`src/include/conv_dma_settings.svh`:
```
`ifndef CONV_DMA_SETTINGS_SVH
`define CONV_DMA_SETTINGS_SVH

// data beat geometry
`define CONV_DATA_W 512
`define CONV_BEAT_BYTES 64

// pages split at 4 KiB boundaries
`define CONV_PAGE_BYTES 4096
`define CONV_BEATS_PER_PAGE 64

// pages allowed in flight per direction
`define CONV_START_CREDS 6

// output fifo holds 1 << CONV_FIFO_LOG_DEPTH beats
`define CONV_FIFO_LOG_DEPTH 3

`define CONV_ADDR_W 64

// configuration registers, written in this order
`define CONV_REG_SRC 32'h00
`define CONV_REG_DST 32'h08
`define CONV_REG_SIZE 32'h10
`define CONV_REG_START 32'h18

// status registers, read only
`define CONV_REG_STATE 32'h20
`define CONV_REG_PAGES 32'h28
`define CONV_REG_RD_BEATS 32'h30
`define CONV_REG_WR_BEATS 32'h38

`endif

```
`src/rtl/conv_dma_pkg.sv`:
```
`include "conv_dma_settings.svh"

package conv_dma_pkg;

    // configuration sequence, one state per accepted register write
    typedef enum logic [2:0] {
        IDLE,
        HAVE_SRC,
        HAVE_DST,
        HAVE_SIZE,
        RUN
    } run_state_e;

    // register offsets seen on the control port
    typedef enum logic [31:0] {
        REG_SRC      = `CONV_REG_SRC,
        REG_DST      = `CONV_REG_DST,
        REG_SIZE     = `CONV_REG_SIZE,
        REG_START    = `CONV_REG_START,
        REG_STATE    = `CONV_REG_STATE,
        REG_PAGES    = `CONV_REG_PAGES,
        REG_RD_BEATS = `CONV_REG_RD_BEATS,
        REG_WR_BEATS = `CONV_REG_WR_BEATS
    } csr_reg_e;

    typedef struct packed {
        logic [31:0] total_beats;
        logic [31:0] pages;
        logic [31:0] last_beats;
    } plan_t;

    typedef struct packed {
        logic [`CONV_ADDR_W-1:0] src;
        logic [`CONV_ADDR_W-1:0] dst;
    } cfg_t;

    // one burst on an address channel, len is beats minus one
    typedef struct packed {
        logic                    valid;
        logic [`CONV_ADDR_W-1:0] addr;
        logic [7:0]              len;
        logic [2:0]              size;
    } burst_req_t;

    typedef struct packed {
        logic        valid;
        logic        is_write;
        logic [31:0] addr;
        logic [63:0] data;
    } reg_req_t;

endpackage

```
`src/rtl/csr_decode.sv`:
```
`timescale 1ns/1ps

module csr_decode
    import conv_dma_pkg::*;
(
    input  logic        clk,
    input  logic        rst,
    input  reg_req_t    reg_req,
    input  logic        done,
    input  plan_t       plan,
    input  logic [31:0] rd_beats,
    input  logic [31:0] wr_beats,
    output cfg_t        cfg,
    output logic [31:0] img_size,
    output logic        run,
    output logic        resp_valid,
    output logic [63:0] resp_data
);

    run_state_e state_q;
    csr_reg_e   req_reg;
    csr_reg_e   exp_reg;
    logic       wr_hit;
    logic       rd_req;
    logic       status_sel;
    logic [63:0] status_word;

    assign req_reg = csr_reg_e'(reg_req.addr);
    assign rd_req  = reg_req.valid && !reg_req.is_write;

    // the one offset the current state will accept
    always_comb begin
        case (state_q)
            HAVE_SRC:  exp_reg = REG_DST;
            HAVE_DST:  exp_reg = REG_SIZE;
            HAVE_SIZE: exp_reg = REG_START;
            default:   exp_reg = REG_SRC;
        endcase
    end

    assign wr_hit = reg_req.valid && reg_req.is_write && state_q != RUN && req_reg == exp_reg;

    always_ff @(posedge clk) begin
        if (rst) begin
            state_q <= IDLE;
        end else if (state_q == RUN) begin
            if (done) begin
                state_q <= IDLE;
            end
        end else if (wr_hit) begin
            case (state_q)
                IDLE:     state_q <= HAVE_SRC;
                HAVE_SRC: state_q <= HAVE_DST;
                HAVE_DST: state_q <= HAVE_SIZE;
                default:  state_q <= RUN;
            endcase
        end
    end

    always_ff @(posedge clk) begin
        if (wr_hit && state_q == IDLE) begin
            cfg.src <= reg_req.data;
        end
        if (wr_hit && state_q == HAVE_SRC) begin
            cfg.dst <= reg_req.data;
        end
        if (wr_hit && state_q == HAVE_DST) begin
            img_size <= reg_req.data[31:0];
        end
    end

    assign run = state_q == RUN;

    // status mux, other offsets get no answer
    always_comb begin
        status_sel  = 1'b1;
        status_word = '0;
        case (req_reg)
            REG_STATE:    status_word = 64'(state_q);
            REG_PAGES:    status_word = 64'(plan.pages);
            REG_RD_BEATS: status_word = 64'(rd_beats);
            REG_WR_BEATS: status_word = 64'(wr_beats);
            default:      status_sel  = 1'b0;
        endcase
    end

    always_ff @(posedge clk) begin
        if (rst) begin
            resp_valid <= 1'b0;
        end else begin
            resp_valid <= rd_req && status_sel;
        end
    end

    always_ff @(posedge clk) begin
        resp_data <= status_word;
    end

endmodule

```
`config.mk`:
```
export PLATFORM = sky130hd
export DESIGN_NAME = csr_decode
export DESIGN_NICKNAME = d
export VERILOG_FILES = /design/src/rtl/conv_dma_pkg.sv /design/src/rtl/csr_decode.sv
export VERILOG_INCLUDE_DIRS = /design/src /design/src/include
export SDC_FILE = /design/constraint.sdc
export NUM_CORES = 1
export LEC_CHECK = 0
export BUFFER_PORTS_ARGS = -buffer_cell sky130_fd_sc_hd__buf_2
export CAP_MARGIN = 20
export CORE_AREA = 2 2 187 189
export DETAILED_ROUTE_END_ITERATION = 7
export DIE_AREA = 0 0 189 191
export GPL_TIMING_DRIVEN = 0
export PLACE_DENSITY = 0.5
export SYNTH_ARGS = -nofsm -noshare
export SYNTH_HDL_FRONTEND = slang
export SYNTH_SLANG_ARGS = --single-unit
```
`constraint.sdc`:
```
create_clock -name clk -period 8.9 [get_ports clk]
set_input_delay 0.89 -clock clk [delete_from_list [all_inputs] [get_ports clk]]
set_output_delay 0.89 -clock clk [all_outputs]
set_load 0.005 [all_outputs]
```
==> results of run 1 <==
-- worst max-delay path: cells and delay by family --
kind,cells,cell delay [ps]
buffers and inverters,8,1500
AND/OR/NAND/NOR,5,1330
-- cell families (layout without fill, tap and decap cells) --
family	after synthesis	in the layout
AOI/OAI and AO/OA	39	39
other	1	33
muxes	32	32
and+or+nand+nor	63	63
buffers and inverters	50	485
DFF	196	196
xor gates and xnor gates	1	1
-- power by group through the flow --
stage          sequential [mW]  clock [mW]  combinational, mW
3_3_place_gp              1.01           0              0.107
6_report                 0.989       0.749              0.108
4_1_cts                  0.989       0.778              0.109
2_1_floorplan             1.01           0             0.0469
5_1_grt                  0.989       0.814              0.118
3_5_place_dp              1.01           0              0.109
-- registers in the layout, indices dropped and copies added (netlist names) --
| register | flops |
|---|---|
| cfg | 128 |
| img_size | 32 |
| resp_data | 32 |
| resp_valid | 1 |
| state_q | 3 |
-- worst paths after layout --
kind	start	endpoint
setup / recovery	reg_req[86]	cfg[66]
hold / removal	reg_req[96]	resp_valid
setup reg to reg	state_q[0]	cfg[66]
hold reg to reg	state_q[1]	state_q[1]
-- metal layers --
layer | GRT usage [%] | wire length (um)
met1 | 12.11 | 8188
met2 | 21.16 | 11150
met3 | 5.269 | 2313
met4 | 4.026 | 361
met5 | 0 | 0
-- metrics by stage --
step                      power (mW)  instances
after floorplan                1.057        413
after global placement         1.117       1256
after detailed placement       1.119       1271
after CTS                      1.876       1303
after global routing           1.921       1303
final                          1.846       1304
-- layout make-up --
cell class	instances	area (um2)	share of cell area, %
Antenna cell	1	2.502	0.02441
Buffer	49	325.3	3.173
Clock buffer	17	425.4	4.149
Clock inverter	15	158.9	1.550
Inverter	1	6.256	0.06101
Multi-Input combinational cell	167	1166	11.37
Sequential cell	196	5525	53.89
Tap cell	455	569.3	5.552
Timing Repair Buffer	403	2074	20.23
-- layout by cell type (no fill, tap or decap), drive strengths merged, types with 2 or more instances in the layout --
cell type    n
a22oi       29
a31oi        3
and3         4
and4         2
buf        442
clkbuf      27
clkinv       5
clkinvlp     3
conb        32
dfxtp       36
edfxtp     160
inv          8
mux2        29
mux4         3
nand2        3
nor2        32
nor2b        2
nor3         2
nor4         7
nor4b        2
o21ai        4
or4          2
==> results.rst, run 1 <==
.. list-table::
   :header-rows: 1

   * - Metric
     - Value
   * - Classification of the worst-slack hold path
     - in2reg
   * - Pwr Density
     - approximately 180 nW/um2
   * - Synthesized-area fraction occupied by ao, oa, aoi and oai cells
     - ~4.1%
   * - Req. time, crit path
     - between 9000 and 10,000 ps
   * - Reg-to-reg setup timing slack
     - between 5000 and 6000 ps
   * - Global route total overflow
     - 0
   * - Switching pwr
     - around 420 uW
   * - Max_cap viols
     - 0
   * - Slowest stage delay, CP
     - 460 ps
   * - Most area-hungry cell type in the Yosys netlist
     - sky130_fd_sc_hd__edfxtp_1
   * - Final Hold Slack
     - ~630 ps
   * - Unrepaired setup endpoints after global routing
     - no
   * - Insertion delay to the later sink of the worst-skew pair
     - ~440 ps
   * - CTS sink cnt
     - around 200
   * - Detailed Route Iter0 Violations
     - between 150 and 200
   * - Quantity of I/O buffers inserted on ports
     - 388
   * - Main combinational cell family by area after synthesis
     - multiplexers
   * - Category of the worst setup path launch point
     - primary input
   * - Pins over their slew limit
     - 0
   * - Data arrival time of the worst path
     - between 3000 and 4000 ps
   * - Cell Chain, Critical Path
     - buf_2 > nor4_1 > and4_1 > and3_1 > nand2_1 > nor4_2 > buf_4 > buf_4 > buf_4 > buf_4 > buf_4 > buf_4 > buf_4
   * - Status
     - finished, final reports clean
   * - Highest-delay cell along the critical path
     - sky130_fd_sc_hd__nor4_2
   * - Number of hold-repair buffers added at the cts stage
     - 0
   * - I/O pin total
     - 487
   * - Post-route setup slack
     - roughly 5300 ps
   * - Placeable core area
     - ~34,000 um2
   * - Peak VDD IR
     - ~0.00012 V
   * - Fraction of the yosys area taken by sequential cells
     - 80.17%
   * - Inserted Clock Buffers
     - 17
   * - Cell area after synthesis
     - 6892 um2
   * - Mux contribution to synthesized area
     - roughly 5.7%
   * - Die area
     - roughly 36,000 um2
   * - Row Count
     - 68
   * - Critical Path Most Common Cell
     - sky130_fd_sc_hd__buf_4
   * - Maximum fanout along the worst path
     - 9
   * - Clock power share
     - 40.6%
   * - Most repeated cell in the gate-level netlist after synthesis
     - sky130_fd_sc_hd__edfxtp_1
   * - Largest cells by area after synthesis
     - sky130_fd_sc_hd__edfxtp_1 (70%), sky130_fd_sc_hd__dfxtp_1 (10%), sky130_fd_sc_hd__mux2_2 (4.7%)
   * - Routed wire per std cell
     - approximately 17 um
   * - Synthesized flop and latch total
     - 196
   * - Switching Share
     - 22.83%
   * - Achievable clock frequency
     - around 0.28 GHz
   * - Worst slack at placement
     - around 4700 ps
   * - Initial antenna violation count
     - 7
   * - Detailed Place HPWL
     - 17.75 mm
   * - Number of synthesis warnings
     - 0
   * - Htree depth
     - 4
   * - Pin count of the biggest net entering global routing
     - 63
   * - Vias per std cell
     - 3.799
   * - Number of global-route vias before repair
     - 4,844
   * - Area after detailed placement
     - 9667 um2
   * - Fraction of the cycle the final worst path needs
     - between 40 and 50%
   * - Share of the synthesized netlist area taken by xor and xnor gates
     - less than 1%
   * - DR pass1 iterations
     - 4
   * - Hold path depth
     - 2
   * - Synthesized-area fraction occupied by and/or/nand/nor cells
     - 5.084%
   * - Finished Cell Area
     - slightly above 10,000 um2
   * - GRT Resource Usage Total
     - 11.76%
   * - Die span in y
     - between 150 and 200 um
   * - Starting density of the core
     - about 20%
   * - Leakage power
     - roughly 4.3 nW
   * - Average cell area after synthesis
     - about 18 um2
   * - Adder-cell share of the synthesized area
     - 0%
   * - Placer Congestion
     - 0.7597
   * - Via Count
     - slightly below 5k
   * - Most used flip-flop cell after synthesis
     - sky130_fd_sc_hd__edfxtp_1
   * - End-of-flow core utilization
     - 30.05%
   * - Clock tree from TritonCTS
     - yes
   * - Setup TNS
     - 0 ps
   * - Number of resized instances in the post-cts repair step
     - 0
   * - Mapped Cells
     - roughly 380
   * - Die width
     - 189 um
   * - Number of inserted filler cells in the final layout
     - between 3k and 4k
   * - Detail Route Antenna Nets
     - 0
   * - Buffer count from post-CTS setup fixing
     - 0
   * - Total internal power
     - 1.425 mW
   * - Hold Vio Cnt, Final
     - 0
   * - Logic pwr share
     - 5.8%
   * - DRC violations left
     - 0
   * - Worst setup path category
     - in2reg
   * - Clock transition at the registers of the reported paths
     - about 70 ps
   * - Count of different cell masters after synthesis
     - 37
   * - Async SR Flop Fraction
     - 0%
   * - Fraction of layout cells with a size suffix above 1
     - 60.50%
   * - Top cell type's share of synthesized area
     - 69.72%
   * - Most instantiated cells after synthesis
     - sky130_fd_sc_hd__edfxtp_1 (160), sky130_fd_sc_hd__dfxtp_1 (36), sky130_fd_sc_hd__buf_4 (33)
   * - Post-synth EDFFs
     - between 150 and 200
   * - Setup Viol. Count Final
     - 0
   * - Detailed Route WL
     - 22.02 mm
   * - First-pass GRT wire length
     - 30.44 mm
   * - Net total in the final layout
     - 1,096
   * - Fraction of power consumed by sequential logic
     - 53.6%
   * - Max Clock Skew
     - between 7 and 8 ps
   * - Transition at the pin with the smallest max-transition slack
     - 641.2 ps
   * - CTS Root Cell
     - sky130_fd_sc_hd__clkbuf_16
   * - Buffer levels on the longest clock path
     - 2
   * - Minimum clock period
     - 3602 ps
   * - Depth of the most critical reg-to-reg path
     - 12
   * - Endpoint class of the critical path
     - register
   * - Signed area change from the synthesized netlist to the final layout
     - 48.78%
   * - Max-slew headroom at the worst pin
     - between 50 and 60%
Power figures use the tool's default switching activity.
==> run 2: changes to the inputs <==
Settings changed: ABC_AREA from default to 1, CORE_AREA 2 2 187 189 to 2 2 188 190, DIE_AREA 0 0 189 191 to 0 0 190 192, PLACE_DENSITY 0.5 to 0.51.
Clock period 8.9 ns to 3 ns, I/O delays scaled along.
==> results.rst, run 2 <==
.. list-table::
   :header-rows: 1

   * - Metric
     - Value
   * - Placeable core area
     - 34,290 um2
   * - Adder-cell share of the synthesized area
     - 0%
   * - Number of global-route vias before repair
     - approximately 5.4k
   * - Post-route setup slack
     - roughly 300 ps
   * - Max Clock Skew
     - 13.87 ps
   * - Setup TNS
     - 0 ps
   * - WHS Endpoint
     - cfg[103]
   * - Most flops, register
     - cfg
   * - Hold Vio Cnt, Final
     - 0
   * - Final Hold Slack
     - between 50 and 60 ps
   * - CTS Root Cell
     - sky130_fd_sc_hd__clkbuf_16
   * - Share of the synthesized netlist area taken by xor and xnor gates
     - 0%
   * - DRC violations left
     - 0
   * - Capturing point of the worst reg2reg path
     - cfg[14]
   * - Achievable clock frequency
     - 0.3703 GHz
   * - Leading cell types in the layout, fill and taps excluded
     - sky130_fd_sc_hd__buf_2 (390), sky130_fd_sc_hd__edfxtp_1 (160), sky130_fd_sc_hd__nand2_1 (87), sky130_fd_sc_hd__nand3_1 (87), sky130_fd_sc_hd__buf_4 (38)
   * - Average cell area after synthesis
     - about 14 um2
   * - Worst slack at placement
     - 83.18 ps
   * - Inserted Clock Buffers
     - 17
   * - Main combinational cell family by area after synthesis
     - simple AND/OR/NAND/NOR gates
   * - Buffer count from post-CTS setup fixing
     - 0
   * - Clock transition at the registers of the reported paths
     - around 80 ps
   * - Post-synth EDFFs
     - 160
   * - Synthesized flop and latch total
     - between 150 and 200
   * - Endpoint class of the critical path
     - register
   * - Worst Min Path Start
     - reg_req[39]
   * - Via Count
     - between 5k and 6k
   * - Most used flip-flop cell after synthesis
     - sky130_fd_sc_hd__edfxtp_1
   * - Category of the worst setup path launch point
     - register
   * - Pin count of the biggest net entering global routing
     - 24
   * - Synthesized-area fraction occupied by and/or/nand/nor cells
     - 15.10%
   * - Die span in y
     - approximately 190 um
   * - Worst setup path category
     - reg2reg
   * - Metal3 WL
     - between 2 and 2.5 mm
   * - Clock tree from TritonCTS
     - yes
   * - First-pass GRT wire length
     - 32.09 mm
   * - Number of synthesis warnings
     - 0
   * - Met1 layer wirelength in the final routing
     - 8.777 mm
   * - Number of inserted filler cells in the final layout
     - 3,558
   * - Fraction of the yosys area taken by sequential cells
     - 77.11%
   * - Unrepaired setup endpoints after global routing
     - no
   * - CTS sink cnt
     - slightly below 200
   * - Largest cells by area after synthesis
     - sky130_fd_sc_hd__edfxtp_1 (67%), sky130_fd_sc_hd__dfxtp_1 (10%), sky130_fd_sc_hd__nand3_1 (6.1%)
   * - Vias per std cell
     - approximately 3.8
   * - Classification of the worst-slack hold path
     - in2reg
   * - Routed length on met2
     - 11.53 mm
   * - Hold path depth
     - 1
   * - Starting density of the core
     - between 20% and 30%
   * - Net total in the final layout
     - ~1.2k
   * - Most instantiated cells after synthesis
     - sky130_fd_sc_hd__edfxtp_1 (160), sky130_fd_sc_hd__nand2_1 (88), sky130_fd_sc_hd__nand3_1 (87)
   * - Detailed Place HPWL
     - between 15 and 20 mm
   * - Most repeated cell in the gate-level netlist after synthesis
     - sky130_fd_sc_hd__edfxtp_1
   * - Leakage power
     - around 4.8 nW
   * - Die width
     - around 190 um
   * - Cell area after synthesis
     - 7166 um2
   * - Max-slew headroom at the worst pin
     - approximately 50%
   * - Setup Viol. Count Final
     - 0
   * - Highest layer used for signal routing
     - met4
   * - Pwr Density
     - slightly above 500 nW/um2
   * - I/O pin total
     - roughly 500
   * - Pins over their slew limit
     - 0
   * - Data arrival time of the worst path
     - around 2800 ps
   * - Depth of the most critical reg-to-reg path
     - 13
   * - Initial antenna violation count
     - 2
   * - Transition at the pin with the smallest max-transition slack
     - around 750 ps
   * - Detail Route Antenna Nets
     - 0
   * - Critical path origin
     - state_q[1]
   * - Registers with the most flip-flops
     - cfg (128), img_size (32), resp_data (32)
   * - Beginning of the worst register-to-register path
     - state_q[1]
   * - Peak VDD IR
     - about 0.00035 V
   * - Max reg flops
     - around 130
   * - Overall power
     - 5.459 mW
   * - Insertion delay to the later sink of the worst-skew pair
     - ~430 ps
   * - GRT Resource Usage Total
     - ~12%
   * - Htree depth
     - 4
   * - Mapped Cells
     - between 500 and 600
   * - Status
     - finished, final reports clean
   * - Async SR Flop Fraction
     - 0%
   * - Placer Congestion
     - 0.8458
   * - Die area
     - approximately 36,000 um2
   * - Quantity of I/O buffers inserted on ports
     - 390
   * - Reg-to-reg setup timing slack
     - around 300 ps
   * - Fraction of the cycle the final worst path needs
     - 90.02%
   * - Detailed Route Iter0 Violations
     - about 270
   * - Max_cap viols
     - 0
   * - Global route total overflow
     - 0
   * - Number of hold-repair buffers added at the cts stage
     - 0
   * - Req. time, crit path
     - approximately 3100 ps
   * - Synthesized-area fraction occupied by ao, oa, aoi and oai cells
     - less than 1%
   * - Mux contribution to synthesized area
     - 0%
   * - Maximum fanout along the worst path
     - 16
   * - Commonest non-fill, non-tap cell in the layout
     - sky130_fd_sc_hd__buf_2
   * - End-of-flow core utilization
     - a little under a third
   * - Count of different cell masters after synthesis
     - 26
   * - Fraction of layout cells with a size suffix above 1
     - a little over half
   * - Routed wire per std cell
     - around 16 um
   * - Top cell type's share of synthesized area
     - roughly two thirds
   * - Signed area change from the synthesized netlist to the final layout
     - 49.10%
   * - Minimum clock period
     - between 2000 and 3000 ps
   * - DR pass1 iterations
     - 5
   * - Buffer levels on the longest clock path
     - 2
   * - Detailed Route WL
     - between 20 and 25 mm
   * - Row Count
     - between 60 and 70
   * - Seq. cell area
     - between 5000 and 6000 um2
   * - Number of resized instances in the post-cts repair step
     - 0
   * - Most area-hungry cell type in the Yosys netlist
     - sky130_fd_sc_hd__edfxtp_1
   * - Combined area of the multi-input logic cells
     - 1306 um2
[run 2: kinds of logic after synthesis]
| family | Yosys count |
|---|---|
| AO/OA/AOI/OAI | 7 |
| buffers and inverters | 83 |
| flip-flops | 196 |
| other | 1 |
| AND/OR/NAND/NOR | 221 |
[run 2: per-stage QoR]
step | cells | instance area [um2]
after floorplan | 539 | 7353
after global placement | 1384 | 9874
after detailed placement | 1394 | 10080
after CTS | 1426 | 10680
after global routing | 1427 | 10680
final | 1427 | 10680
[run 2: power by group]
group / switching, mW / internal [mW] / leakage [nW] / total [mW]
combinational: 0.0951 / 0.123 / 2.79 / 0.218
clock: 1.17 / 1.14 / 0.293 / 2.31
sequential: 0.000000000101 / 2.93 / 1.73 / 2.93
[run 2: worst max-delay path by stage]
stage / end / slack [ps] / cells after the start
3_3_place_gp: cfg[78] / -2060 / 8
6_report: cfg[14] / 300 / 13
4_1_cts: cfg[14] / 240 / 13
2_1_floorplan: cfg[100] / -470 / 9
3_5_place_dp: cfg[24] / 80 / 12
5_1_grt: cfg[14] / 100 / 13
[run 2: worst max-delay path, cell delays in order, from the launching register on]
cell and delay [ps]:
sky130_fd_sc_hd__dfxtp_2 330, sky130_fd_sc_hd__buf_6 140, sky130_fd_sc_hd__nor2_2 50, sky130_fd_sc_hd__nand2_1 80
sky130_fd_sc_hd__nand2_1 50, sky130_fd_sc_hd__inv_1 50, sky130_fd_sc_hd__nand2_1 50, sky130_fd_sc_hd__nor2_2 180
sky130_fd_sc_hd__nand2_4 130, sky130_fd_sc_hd__nor3_4 580, sky130_fd_sc_hd__buf_16 240, sky130_fd_sc_hd__buf_16 160
sky130_fd_sc_hd__buf_16 160, sky130_fd_sc_hd__buf_16 160
[run 2: layout make-up]
cell class                      instances  share of cell area (%)
Timing Repair Buffer                  400                   20.15
Inverter                               36                   1.265
Sequential cell                       196                   51.75
Antenna cell                            1                 0.02342
Multi-Input combinational cell        260                   12.23
Tap cell                              455                   5.328
Clock inverter                         15                   1.616
Clock buffer                           17                   3.982
Buffer                                 47                   3.654
[run 2: per-layer routing]
metal	GRT usage, %	up-vias
met3	3.727	19
li1	-	2606
met2	21.93	292
met1	13.10	2535
met4	4.621	0
met5	0	-
==> run 3: changes to the inputs <==
--- a/config.mk
+++ b/config.mk
@@ -7,12 +7,11 @@
 export NUM_CORES = 1
 export LEC_CHECK = 0
-export ABC_AREA = 1
 export BUFFER_PORTS_ARGS = -buffer_cell sky130_fd_sc_hd__buf_2
 export CAP_MARGIN = 20
-export CORE_AREA = 2 2 188 190
+export CORE_AREA = 2 2 187 189
 export DETAILED_ROUTE_END_ITERATION = 7
-export DIE_AREA = 0 0 190 192
+export DIE_AREA = 0 0 189 191
 export GPL_TIMING_DRIVEN = 0
-export PLACE_DENSITY = 0.51
+export PLACE_DENSITY = 0.5
 export SYNTH_ARGS = -nofsm -noshare
 export SYNTH_HDL_FRONTEND = slang
==> constraint.sdc (replaced) <==
create_clock -name clk -period 3 [get_ports clk]
set_input_delay 0.3 -clock clk [delete_from_list [all_inputs] [get_ports clk]]
set_output_delay 0.3 -clock clk [all_outputs]
set_load 0.05 [all_outputs]
==> results.rst, run 3 (same netlist as run 1, synthesis figures left out) <==
.. list-table::
   :header-rows: 1

   * - Metric
     - Value
   * - Area after detailed placement
     - a little under 10,000 um2
   * - Pins over their slew limit
     - 0
   * - Hold path depth
     - 1
   * - Max Clock Skew
     - roughly 11 ps
   * - Worst setup path category
     - reg2reg
   * - Fraction of the cycle the final worst path needs
     - between 90 and 100%
   * - Vias per std cell
     - roughly 3.8
   * - Pin count of the biggest net entering global routing
     - 37
   * - Data arrival time of the worst path
     - ~2900 ps
   * - Insertion delay to the later sink of the worst-skew pair
     - between 400 and 500 ps
   * - Die span in y
     - 191 um
   * - Leakage power
     - about 4.3 nW
   * - Number of resized instances in the post-cts repair step
     - 0
   * - Die area
     - 36,100 um2
   * - Global route total overflow
     - 0
   * - Via Count
     - 4,877
   * - Max_cap viols
     - 0
   * - Commonest non-fill, non-tap cell in the layout
     - sky130_fd_sc_hd__buf_2
   * - GRT Resource Usage Total
     - about an eighth
   * - Finished Cell Area
     - about 10,000 um2
   * - DR pass1 iterations
     - 4
   * - Endpoint class of the critical path
     - register
   * - Placeable core area
     - ~34,000 um2
   * - Maximum fanout along the worst path
     - 36
   * - Signed area change from the synthesized netlist to the final layout
     - 49.46%
   * - Setup Viol. Count Final
     - 0
   * - Capture point of the worst path
     - cfg[49]
   * - Buffer levels on the longest clock path
     - 2
   * - First-pass GRT wire length
     - approximately 31 mm
   * - Registers with the most flip-flops
     - cfg (128), img_size (32), resp_data (32)
   * - Beginning of the worst register-to-register path
     - state_q[0]
   * - End-of-flow core utilization
     - a little under a third
   * - Detailed Route Iter0 Violations
     - 190
   * - Total inserted antenna cells
     - 0
   * - Req. time, crit path
     - about 3100 ps
   * - Classification of the worst-slack hold path
     - in2reg
   * - Minimum clock period
     - about 2800 ps
   * - Reg-to-reg setup timing slack
     - 200 ps
   * - Row Count
     - slightly below 70
   * - DRC violations left
     - 0
   * - Leading cell types in the layout, fill and taps excluded
     - sky130_fd_sc_hd__buf_2 (390), sky130_fd_sc_hd__edfxtp_1 (160), sky130_fd_sc_hd__buf_4 (35), sky130_fd_sc_hd__dfxtp_1 (35)
   * - Critical path origin
     - state_q[0]
   * - Achievable clock frequency
     - around 0.36 GHz
   * - Max-slew headroom at the worst pin
     - approximately 44%
   * - Fraction of layout cells with a size suffix above 1
     - between 60% and 70%
   * - Detailed Place HPWL
     - between 15 and 20 mm
   * - CTS sink cnt
     - between 150 and 200
   * - Pwr Density
     - 549.0 nW/um2
   * - Die width
     - between 150 and 200 um
   * - Capturing point of the worst reg2reg path
     - cfg[49]
   * - Clock tree from TritonCTS
     - yes
   * - Initial antenna violation count
     - 7
   * - Routed wire per std cell
     - about 17 um
   * - I/O pin total
     - slightly below 500
   * - Number of global-route vias before repair
     - 4,818
   * - Quantity of I/O buffers inserted on ports
     - a little under 400
   * - Detailed Route WL
     - 22.28 mm
   * - Max reg flops
     - around 130
   * - Peak VDD IR
     - around 0.00038 V
   * - Net total in the final layout
     - 1,093
   * - CTS Root Cell
     - sky130_fd_sc_hd__clkbuf_16
   * - Worst slack at placement
     - -299.3 ps
   * - Status
     - finished, final reports clean
   * - Final Hold Slack
     - roughly 53 ps
   * - Detail Route Antenna Nets
     - 0
   * - Category of the worst setup path launch point
     - register
   * - Inserted Clock Buffers
     - 17
   * - Htree depth
     - 4
   * - Most flops, register
     - cfg
   * - Starting density of the core
     - 20.20%
   * - Clock transition at the registers of the reported paths
     - about 70 ps
   * - Hold Vio Cnt, Final
     - 0
   * - Post-route setup slack
     - between 200 and 250 ps
   * - Placer Congestion
     - 0.7486
   * - Depth of the most critical reg-to-reg path
     - 6
   * - Unrepaired setup endpoints after global routing
     - no
   * - Transition at the pin with the smallest max-transition slack
     - 834.7 ps
==> run 3: critical path: stages, from the launching register on <==
cell and delay, ps:
sky130_fd_sc_hd__dfxtp_1 420, sky130_fd_sc_hd__buf_2 280, sky130_fd_sc_hd__a31oi_1 140, sky130_fd_sc_hd__o32a_1 260
sky130_fd_sc_hd__or4_4 450, sky130_fd_sc_hd__clkinvlp_4 580, sky130_fd_sc_hd__buf_12 310
==> run 3: final cells by class <==
cell class / instances / area [um2]
clock buffer: 18 / 429.2
sequential: 196 / 5527
timing repair buffer: 400 / 2081
inverter: 1 / 7.507
tap: 455 / 569.3
buffer: 49 / 325.3
fill: 3514 / 23820
multi-input combinational: 167 / 1192
clock inverter: 14 / 168.9
==> run 3: metrics by stage <==
| stage | cells | setup TNS, ps | power (mW) |
|---|---|---|---|
| 3_5_place_dp | 1265 | -3840 | 3.404 |
| 6_report | 1300 | 0 | 5.655 |
| 3_3_place_gp | 1256 | -254770 | 3.396 |
| 5_1_grt | 1300 | 0 | 5.880 |
| 2_1_floorplan | 413 | -50890 | 3.219 |
| 4_1_cts | 1300 | 0 | 5.753 |
==> run 3: what timing repair did <==
action | CTS | global route
hold endpoints to repair | 1 | 0
hold buffers | 1 | 0
setup endpoints to repair | 10 | 0
setup buffers | 2 | 0
==> run 3: worst min-delay path by stage <==
stage	slack, ps	end	startpoint
finish	50	cfg[56]	reg_req[56]
global route	20	cfg[55]	reg_req[55]
CTS	20	cfg[56]	reg_req[56]
detailed placement	500	cfg[56]	reg_req[56]
global placement	490	cfg[120]	reg_req[56]
floorplan	360	state_q[1]	rst
==> run 3: power by group <==
| group | internal (mW) | total, mW | switching (mW) |
|---|---|---|---|
| combinational | 0.183 | 0.403 | 0.220 |
| sequential | 2.93 | 2.94 | 0.00143 |
| clock | 1.25 | 2.32 | 1.06 |
==> run 3: routing by layer <==
layer	wire length, um	global-route usage, %	share of wire, %	vias up
met4	465	4.778	2.1	0
met3	2309	4.553	10	32
met5	0	0	0	-
li1	-	-	-	2298
met2	11160	21.56	50	324
met1	8349	12.60	37	2223
